<file path="src/verilog/io_pkg.sv">
`default_nettype none

package io_pkg;

   // Bus commands, one per cycle from the decoder
   typedef enum logic [2:0] {
      CMD_NONE      = 3'd0,
      CMD_RD_DATA   = 3'd1,
      CMD_WR_DATA   = 3'd2,
      CMD_RD_STATUS = 3'd3,
      CMD_RD_CTRL   = 3'd4,
      CMD_WR_CTRL   = 3'd5
   } io_cmd_e;

   // Microcode I/O field codes
   localparam logic [4:0] CODE_RD_DATA   = 5'h04;
   localparam logic [4:0] CODE_WR_DATA   = 5'h05;
   localparam logic [4:0] CODE_RD_STATUS = 5'h06;
   localparam logic [4:0] CODE_RD_CTRL   = 5'h07;
   localparam logic [4:0] CODE_WR_CTRL   = 5'h08;

   typedef enum logic [1:0] {
      TX_IDLE  = 2'd0,
      TX_START = 2'd1,
      TX_DATA  = 2'd2,
      TX_STOP  = 2'd3
   } tx_state_e;

   typedef enum logic [1:0] {
      RX_IDLE  = 2'd0,
      RX_START = 2'd1,
      RX_DATA  = 2'd2,
      RX_STOP  = 2'd3
   } rx_state_e;

   // Control register bits
   localparam int CTRL_RX_IE    = 0;
   localparam int CTRL_TX_IE    = 1;
   localparam int CTRL_BAUD_SEL = 2;

   // Status bits
   localparam int STAT_DA   = 0;   // Data available
   localparam int STAT_TBMT = 1;   // Transmit buffer empty
   localparam int STAT_OVR  = 2;   // Overrun

   // Clocks per bit
   localparam int DIV_FAST = 16;
   localparam int DIV_SLOW = 32;

   localparam int CNT_W = $clog2(DIV_SLOW);
   typedef logic [CNT_W-1:0] cnt_t;   // Bit timer

endpackage

`default_nettype wire
</file>
<file path="src/verilog/io_bus_if.sv">
`default_nettype none

// Internal I/O bus, decoder to units
interface io_bus_if;

   io_pkg::io_cmd_e cmd;          // One cycle per command
   logic [7:0]      wdata;
   logic [15:0]     rdata_uart;   // Zero unless UART read
   logic [15:0]     rdata_reg;    // Zero unless control read
   logic [2:0]      status;       // From UART, see STAT_* bits

   modport decoder (
      output cmd,
      output wdata,
      input  rdata_uart,
      input  rdata_reg
   );

   // Each unit drives only its own read lines
   modport unit (
      input  cmd,
      input  wdata,
      output rdata_uart,
      output rdata_reg,
      output status
   );

endinterface

`default_nettype wire

</file>
<file path="src/verilog/io_top.sv">
`default_nettype none

module io_top (
   input  wire logic        sysclk,    // System clock
   input  wire logic        rst,
   input  wire logic [4:0]  cs_io,     // Microcode I/O field
   input  wire logic [7:0]  idb_in,
   output logic      [15:0] idb_out,
   input  wire logic        rxd,
   output logic             txd,
   output logic             int_rx_n,
   output logic             int_tx_n,
   output logic      [1:0]  io_led     // 0 red, 1 green
);

   logic baud_sel;
   logic data_taken;

   io_bus_if i_bus ();

   // Command decoder and IDB read gather
   io_dcd i_dcd (
      .sysclk  (sysclk),
      .rst     (rst),
      .cs_io   (cs_io),
      .idb_in  (idb_in),
      .idb_out (idb_out),
      .bus     (i_bus.decoder)
   );

   // Control and status, interrupts and LEDs
   io_reg i_reg (
      .sysclk     (sysclk),
      .rst        (rst),
      .bus        (i_bus.unit),
      .baud_sel   (baud_sel),
      .data_taken (data_taken),
      .int_rx_n   (int_rx_n),
      .int_tx_n   (int_tx_n),
      .io_led     (io_led)
   );

   // Console serial port
   io_uart i_uart (
      .sysclk     (sysclk),
      .rst        (rst),
      .bus        (i_bus.unit),
      .baud_sel   (baud_sel),
      .data_taken (data_taken),
      .rxd        (rxd),
      .txd        (txd)
   );

endmodule

`default_nettype wire

</file>
<file path="src/verilog/io_uart.sv">
`default_nettype none

module io_uart (
   input  wire logic sysclk,
   input  wire logic rst,
   io_bus_if.unit    bus,
   input  wire logic baud_sel,     // 1 selects DIV_SLOW
   input  wire logic data_taken,
   input  wire logic rxd,
   output logic      txd
);

   io_pkg::cnt_t      div_m1;
   io_pkg::cnt_t      div_half;
   io_pkg::tx_state_e tx_state;
   io_pkg::rx_state_e rx_state;
   io_pkg::cnt_t      tx_cnt;
   io_pkg::cnt_t      rx_cnt;
   logic [2:0]        tx_bit;
   logic [2:0]        rx_bit;
   logic [7:0]        tx_shift;
   logic [7:0]        rx_shift;
   logic [7:0]        rx_hold;
   logic              tx_load;
   logic              tx_tick;
   logic              rx_tick;
   logic              rx_sample;
   logic              rx_done;
   logic              rx_meta;
   logic              rx_sync;
   logic              da;
   logic              ovr;
   logic              tbmt;

   assign div_m1 = baud_sel ? io_pkg::cnt_t'(io_pkg::DIV_SLOW - 1)
                            : io_pkg::cnt_t'(io_pkg::DIV_FAST - 1);
   assign div_half = div_m1 >> 1;   // Mid-bit offset

   assign tbmt    = (tx_state == io_pkg::TX_IDLE);
   assign tx_load = tbmt && (bus.cmd == io_pkg::CMD_WR_DATA);   // Busy writes dropped
   assign tx_tick = !tbmt && (tx_cnt >= div_m1);

   // Transmitter, LSB first
   always_ff @(posedge sysclk) begin
      if (rst) begin
         tx_state <= io_pkg::TX_IDLE;
         tx_cnt   <= '0;
         tx_bit   <= 3'd0;
         txd      <= 1'b1;
      end else if (tx_load) begin
         tx_state <= io_pkg::TX_START;
         tx_cnt   <= '0;
         txd      <= 1'b0;   // Start bit
      end else if (!tbmt) begin
         tx_cnt <= tx_tick ? '0 : tx_cnt + 1'b1;
         if (tx_tick) begin
            case (tx_state)
               io_pkg::TX_START: begin
                  tx_state <= io_pkg::TX_DATA;
                  tx_bit   <= 3'd0;
                  txd      <= tx_shift[0];
               end
               io_pkg::TX_DATA: begin
                  if (tx_bit == 3'd7) begin
                     tx_state <= io_pkg::TX_STOP;
                     txd      <= 1'b1;
                  end else begin
                     tx_bit <= tx_bit + 1'b1;
                     txd    <= tx_shift[1];   // Next bit after the shift
                  end
               end
               default: tx_state <= io_pkg::TX_IDLE;   // Stop bit done
            endcase
         end
      end
   end

   always_ff @(posedge sysclk) begin
      if (tx_load) begin
         tx_shift <= bus.wdata;
      end else if (tx_tick && tx_state == io_pkg::TX_DATA) begin
         tx_shift <= tx_shift >> 1;
      end
   end

   // Two-flop synchroniser, idles high
   always_ff @(posedge sysclk) begin
      if (rst) begin
         rx_meta <= 1'b1;
         rx_sync <= 1'b1;
      end else begin
         rx_meta <= rxd;
         rx_sync <= rx_meta;
      end
   end

   assign rx_tick   = (rx_cnt >= div_m1);
   assign rx_sample = (rx_state == io_pkg::RX_DATA) && rx_tick;
   assign rx_done   = (rx_state == io_pkg::RX_STOP) && rx_tick;

   // Receiver, START waits half a bit then samples every full bit
   always_ff @(posedge sysclk) begin
      if (rst) begin
         rx_state <= io_pkg::RX_IDLE;
         rx_cnt   <= '0;
         rx_bit   <= 3'd0;
      end else begin
         case (rx_state)
            io_pkg::RX_IDLE: begin
               rx_cnt <= '0;
               if (!rx_sync) rx_state <= io_pkg::RX_START;
            end
            io_pkg::RX_START: begin
               if (rx_cnt == div_half) begin
                  rx_cnt   <= '0;
                  rx_bit   <= 3'd0;
                  // Glitch shorter than half a bit is dropped
                  rx_state <= rx_sync ? io_pkg::RX_IDLE : io_pkg::RX_DATA;
               end else begin
                  rx_cnt <= rx_cnt + 1'b1;
               end
            end
            io_pkg::RX_DATA: begin
               rx_cnt <= rx_tick ? '0 : rx_cnt + 1'b1;
               if (rx_tick) begin
                  rx_bit <= rx_bit + 1'b1;
                  if (rx_bit == 3'd7) rx_state <= io_pkg::RX_STOP;
               end
            end
            default: begin
               rx_cnt <= rx_tick ? '0 : rx_cnt + 1'b1;
               if (rx_tick) rx_state <= io_pkg::RX_IDLE;
            end
         endcase
      end
   end

   always_ff @(posedge sysclk) begin
      if (rx_sample) rx_shift <= {rx_sync, rx_shift[7:1]};
      if (rx_done)   rx_hold  <= rx_shift;   // New byte always wins
   end

   // Data available and overrun flags
   always_ff @(posedge sysclk) begin
      if (rst) begin
         da  <= 1'b0;
         ovr <= 1'b0;
      end else if (rx_done) begin
         da  <= 1'b1;
         ovr <= da && !data_taken;   // ovr never stands without da
      end else if (data_taken) begin
         da  <= 1'b0;
         ovr <= 1'b0;
      end
   end

   always_comb begin
      bus.status = 3'b000;
      bus.status[io_pkg::STAT_DA]   = da;
      bus.status[io_pkg::STAT_TBMT] = tbmt;
      bus.status[io_pkg::STAT_OVR]  = ovr;
   end

   always_comb begin
      case (bus.cmd)
         io_pkg::CMD_RD_DATA:   bus.rdata_uart = {8'h00, rx_hold};
         io_pkg::CMD_RD_STATUS: bus.rdata_uart = {13'd0, bus.status};
         default:               bus.rdata_uart = 16'h0000;
      endcase
   end

endmodule

`default_nettype wire

</file>
<file path="src/verilog/io_reg.sv">
`default_nettype none

module io_reg (
   input  wire logic       sysclk,
   input  wire logic       rst,
   io_bus_if.unit          bus,
   output logic            baud_sel,
   output logic            data_taken,   // Clears da and ovr in the UART
   output logic            int_rx_n,
   output logic            int_tx_n,
   output logic      [1:0] io_led        // 0 red, 1 green
);

   logic [2:0] ctrl;
   logic       rx_irq;
   logic       tx_irq;
   logic       ovr;

   // Control register, enables and baud select
   always_ff @(posedge sysclk) begin
      if (rst) begin
         ctrl <= 3'b000;
      end else if (bus.cmd == io_pkg::CMD_WR_CTRL) begin
         ctrl <= bus.wdata[2:0];
      end
   end

   always_comb begin
      if (bus.cmd == io_pkg::CMD_RD_CTRL) begin
         bus.rdata_reg = {13'd0, ctrl};
      end else begin
         bus.rdata_reg = 16'h0000;
      end
   end

   assign baud_sel = ctrl[io_pkg::CTRL_BAUD_SEL];

   // Reading the data register consumes the byte
   assign data_taken = (bus.cmd == io_pkg::CMD_RD_DATA);

   // Interrupt sources
   assign rx_irq = bus.status[io_pkg::STAT_DA] & ctrl[io_pkg::CTRL_RX_IE];
   assign tx_irq = bus.status[io_pkg::STAT_TBMT] & ctrl[io_pkg::CTRL_TX_IE];

   // Lines follow their condition one cycle late
   always_ff @(posedge sysclk) begin
      if (rst) begin
         int_rx_n <= 1'b1;
         int_tx_n <= 1'b1;
      end else begin
         int_rx_n <= ~rx_irq;
         int_tx_n <= ~tx_irq;
      end
   end

   assign ovr = bus.status[io_pkg::STAT_OVR];

   // Red on overrun, otherwise green
   assign io_led[0] = ovr;
   assign io_led[1] = ~ovr;

endmodule

`default_nettype wire

</file>
<file path="src/verilog/io_dcd.sv">
`default_nettype none

module io_dcd (
   input  wire logic        sysclk,
   input  wire logic        rst,
   input  wire logic [4:0]  cs_io,     // Microcode I/O field
   input  wire logic [7:0]  idb_in,
   output logic      [15:0] idb_out,
   io_bus_if.decoder        bus
);

   io_pkg::io_cmd_e cmd_next;
   logic            rd_cmd;
   logic [15:0]     rdata_or;

   // Field to command, anything unknown is a no-op
   always_comb begin
      case (cs_io)
         io_pkg::CODE_RD_DATA:   cmd_next = io_pkg::CMD_RD_DATA;
         io_pkg::CODE_WR_DATA:   cmd_next = io_pkg::CMD_WR_DATA;
         io_pkg::CODE_RD_STATUS: cmd_next = io_pkg::CMD_RD_STATUS;
         io_pkg::CODE_RD_CTRL:   cmd_next = io_pkg::CMD_RD_CTRL;
         io_pkg::CODE_WR_CTRL:   cmd_next = io_pkg::CMD_WR_CTRL;
         default:                cmd_next = io_pkg::CMD_NONE;
      endcase
   end

   // Command valid for exactly one cycle
   always_ff @(posedge sysclk) begin
      if (rst) begin
         bus.cmd <= io_pkg::CMD_NONE;
      end else begin
         bus.cmd <= cmd_next;
      end
   end

   always_ff @(posedge sysclk) begin
      bus.wdata <= idb_in;   // Taken with the command
   end

   always_comb begin
      case (bus.cmd)
         io_pkg::CMD_RD_DATA,
         io_pkg::CMD_RD_STATUS,
         io_pkg::CMD_RD_CTRL: rd_cmd = 1'b1;
         default:             rd_cmd = 1'b0;
      endcase
   end

   // Wired-OR of the unit read lines
   assign rdata_or = bus.rdata_uart | bus.rdata_reg;

   // Held until the next read
   always_ff @(posedge sysclk) begin
      if (rst) begin
         idb_out <= 16'h0000;
      end else if (rd_cmd) begin
         idb_out <= rdata_or;
      end
   end

endmodule

`default_nettype wire

</file>
<file path="config.mk">
export PLATFORM = sky130hd
export DESIGN_NAME = io_top
export DESIGN_NICKNAME = d
export VERILOG_FILES = /design/src/verilog/io_pkg.sv /design/src/verilog/io_bus_if.sv /design/src/verilog/io_top.sv /design/src/verilog/io_uart.sv /design/src/verilog/io_reg.sv /design/src/verilog/io_dcd.sv
export SDC_FILE = /design/constraint.sdc
export NUM_CORES = 1
export LEC_CHECK = 0
export ABC_AREA = 1
export ABC_CLOCK_PERIOD_IN_PS = 2400
export BUFFER_PORTS_ARGS = -buffer_cell sky130_fd_sc_hd__buf_2
export CORE_AREA = 2 2 85 87
export CTS_BUF_LIST = sky130_fd_sc_hd__clkbuf_8
export DETAILED_ROUTE_END_ITERATION = 10
export DIE_AREA = 0 0 87 89
export GPL_TIMING_DRIVEN = 1
export SYNTH_ARGS = -nofsm -noshare
export SYNTH_HDL_FRONTEND = slang
export SYNTH_SLANG_ARGS = --single-unit
</file>
<file path="constraint.sdc">
create_clock -name sysclk -period 2.4 [get_ports sysclk]
set_input_delay 0.36 -clock sysclk [delete_from_list [all_inputs] [get_ports sysclk]]
set_output_delay 0.36 -clock sysclk [all_outputs]
set_load 0.05 [all_outputs]
</file>
==> summary.md <==
| Metric | Value |
|---|---|
| Number of flops mapped to enable cells by yosys | `24` |
| RSZ-0062 raised after global routing | `false` |
| Count of cell types in the netlist | `29` |
| Fin nets | `~400` |
| XOR/XNOR share of the synthesized area | `1.46%` |
| Source-to-sink clock delay at the later pin of the worst-skew pair | `between 0.3 and 0.4 ns` |
| Reported max-cap violation count | `0` |
| DIE AREA | `0.00774 mm^2` |
| Number of gates resized after cts | `0` |
| Launch point of the worst reg-to-reg path | `i_reg.ctrl[2]` |
| Pin count of the biggest net entering global routing | `22` |
| First-pass GRT wire length | `8840 um` |
| Post-synth ARST share | `0%` |
| Layout-stage area growth over the synthesis result | `12.0%` |
| Postcts setup bufs | `0` |
| Total number of placement rows | `30` |
| Critical Path Source Type | `flop` |
| Effective utilization at floorplan | `between 40 and 50%` |
| Count of clock tree sinks | `73` |
| Placed cell count | `432` |
| Final setup fails | `0` |
| Final-report max-slew violation count | `0` |
| Worst hold path class | `in -> reg` |
| Antenna violations before repair | `0` |
| Iteration-0 DRC Markers | `85` |
| Result of the run | `completed` |
| Data arrival time of the worst path | `1.96 ns` |
| Power share of the clock group | `31.8%` |
| Synthesized instance count | `around 330` |
| Total half-perimeter wirelength after legalization and detailed placement | `about 3700 um` |
| Combinational fraction of design power | `between 10% and 20%` |
| Residual DRC | `0` |
| Relative slew slack | `63.5%` |
| Area of the core | `~0.0067 mm^2` |
| Number of detailed-route iterations in the first pass | `4` |
| Maximum fanout along the worst path | `9` |
| Ratio of cells with drive above 1 in the final layout | `14.9%` |
| Via count | `2164` |
| Combined area of all synthesized cells | `0.00301 mm^2` |
| Root Buffer | `clkbuf_8` |
| Worst Hold Launch | `idb_in[3]` |
| Critical path type | `reg -> reg` |
| Sw frac | `30.6%` |
| Worst hold slack after final layout | `0.107 ns` |
| Input/output buffers | `28` |
| Number of non-filler instances in the completed layout | `448` |
| Cell area after layout | `0.00337 mm^2` |
| Post-synthesis compound-gate area fraction | `7.65%` |
| CTS H-tree lvls | `3` |
| Nature of the critical path endpoint | `flop` |
| Die Ht | `~90 um` |
| Number of antenna-violating nets in the routed design | `0` |
| Worst EP required | `2.46 ns` |
| Area post-placement | `0.00320 mm^2` |
| Launching element of the worst setup path | `i_reg.ctrl[2]` |
| Final-report hold violation count | `0` |
| Post-CTS Hold Buffers | `0` |
| Adder and majority gate portion of the synthesized area | `under 10%` |
| Part of the Yosys area used for sequential elements | `between 50 and 60%` |
| Post-Route WL | `5270 um` |
| Dominant combinational cell family by area after synthesis | `simple AND/OR/NAND/NOR gates` |
| Cell type contributing the most total cell area after synthesis | `dfxtp_1` |
| Prevailing post-synth register cell | `dfxtp_1` |
| Synth Area in Simple Gates | `21.4%` |
| Skew final | `about 0.0091 ns` |
| Global-route total usage across every layer | `15.1%` |
| Vias in the first global route | `1963` |
| Psw | `815 uW` |
| Proportion of synthesized area in mux cells | `0%` |
| Leading cell type by number of instances after synthesis | `nand2_1` |
| FF+latch count, synth | `73` |
| Achievable clock frequency | `529 MHz` |
| YS warnings | `0` |
| Sequential fraction of design power | `51.7%` |
| Transition time of the tightest slew-check pin | `~0.55 ns` |
| Period utilization | `78.8%` |
| Detailed-route vias per instance | `4.83` |
| Post-Route Setup TNS | `0 ns` |
| IR drop worst, VDD | `about 350 uV` |
| Total power density per cell area | `791 mW/mm^2` |
| Horizontal extent of the die | `just under 90 um` |
| IO Pins | `37` |
| Post-DR wirelength/cell | `11.8 um` |
| Area share of the largest cell type after synthesis | `32.6%` |
| Weighted congestion at the end of routability-driven global placement | `approximately 0.82` |
| Internal cell power | `approximately 1900 uW` |
| Remaining Overflow, GRT | `0` |
| Shortest period the worst path allows | `1.89 ns` |
| Leakage dissipation | `0.00139 uW` |
| Clock-pin transition on the worst setup and hold timing paths | `approximately 0.080 ns` |
| Syn Area/Cell | `9.15 um^2` |
| Number of clock buffers inserted by TritonCTS | `9` |
| Buffers from clock root to sink, at most | `2` |
| Cell types with the largest area share after synthesis | `dfxtp_1 33%, edfxtp_1 24%, nand2_1 8.7%, ha_1 5.8%, nor2_1 5.4%` |
| Most frequent cells after synthesis | `70 x nand2_1, 49 x dfxtp_1, 43 x nor2_1` |
| TritonCTS clock tree | `built` |
| Count of antenna diodes in the layout | `0` |
==> worst paths after layout <==
| check | to | slack [ns] | cells after the start |
|---|---|---|---|
| max | i_uart.tx_shift[5] | 0.51 | 7 |
| min | i_dcd.bus.wdata[3] | 0.11 | 1 |
| max reg2reg | i_uart.tx_shift[5] | 0.51 | 7 |
| min reg2reg | i_uart.rx_sync | 0.42 | 1 |
==> through the flow <==
stage          worst slack [ns]  total power [uW]  util, %
2_1_floorplan             0.470              1750        -
3_3_place_gp              0.586              1840     47.6
3_5_place_dp              0.526              1840     47.6
4_1_cts                   0.498              2690     50.2
5_1_grt                   0.384              2810     50.2
6_report                  0.508              2670     50.2
==> power groups by stage <==
stage,clock (uW),combinational [uW],sequential (uW)
after floorplan,0,350,1400
after global placement,0,431,1400
after detailed placement,0,439,1400
after CTS,865,443,1380
after global routing,917,508,1380
final,849,440,1380
==> critical path, cell delays in order, from the launching register on <==
cell and delay, ns:
dfxtp_1 0.37, inv_1 0.10, ha_1 0.32, nand3_4 0.09, a21oi_4 0.26, inv_1 0.13
o21ai_1 0.15, buf_4 0.19
==> logic make-up (layout without fill, tap and decap cells) <==
| family | Yosys count | in the layout |
|---|---|---|
| other | 1 | 8 |
| XOR/XNOR | 5 | 5 |
| adder cells (fa/ha/maj) | 14 | 14 |
| AO/OA/AOI/OAI | 41 | 41 |
| flip-flops | 73 | 73 |
| AND/OR/NAND/NOR | 148 | 148 |
| buffers and inverters | 47 | 79 |
==> placed cells by master (no fill, tap or decap), drive strengths merged, types with 2 or more instances in the layout <==
| cell type | synthesis | layout |
|---|---|---|
| nor3 | 2 | 2 |
| o21ai | 12 | 12 |
| inv | 34 | 35 |
| nand3 | 19 | 19 |
| a31oi | 4 | 4 |
| conb | 1 | 8 |
| dfxtp | 49 | 49 |
| clkinvlp | 0 | 3 |
| buf | 9 | 29 |
| xnor2 | 2 | 2 |
| nand4 | 8 | 8 |
| clkbuf | 4 | 9 |
| a21oi | 21 | 21 |
| nand2 | 72 | 72 |
| xor2 | 3 | 3 |
| edfxtp | 24 | 24 |
| a211oi | 2 | 2 |
| or2 | 3 | 3 |
| clkinv | 0 | 3 |
| nor2 | 43 | 43 |
| ha | 14 | 14 |
==> layer usage <==
layer,track usage (%),vias to the layer above,part of all wire (%)
met5,0,-,0
li1,-,1132,-
met3,4.43,12,3.8
met2,22.5,38,42
met1,20.0,982,52
met4,7.53,0,2.2
==> sequential cells by signal (all words and copies together) (netlist names), 5 cells and up <==
name and flops:
i_dcd.bus.wdata 8, i_dcd.idb_out 8, i_uart.rx_cnt 5, i_uart.rx_hold 8, i_uart.rx_shift 8, i_uart.tx_cnt 5
i_uart.tx_shift 8
==> layout make-up <==
| cell class | instances | area (um^2) |
|---|---|---|
| tap | 80 | 100 |
| inverter | 34 | 128 |
| fill | 673 | 3350 |
| sequential | 73 | 1700 |
| clock buffer | 9 | 124 |
| clock inverter | 7 | 46.3 |
| multi-input combinational | 216 | 1120 |
| timing repair buffer | 29 | 148 |
No activity file was read; power rests on OpenSTA's default activity.
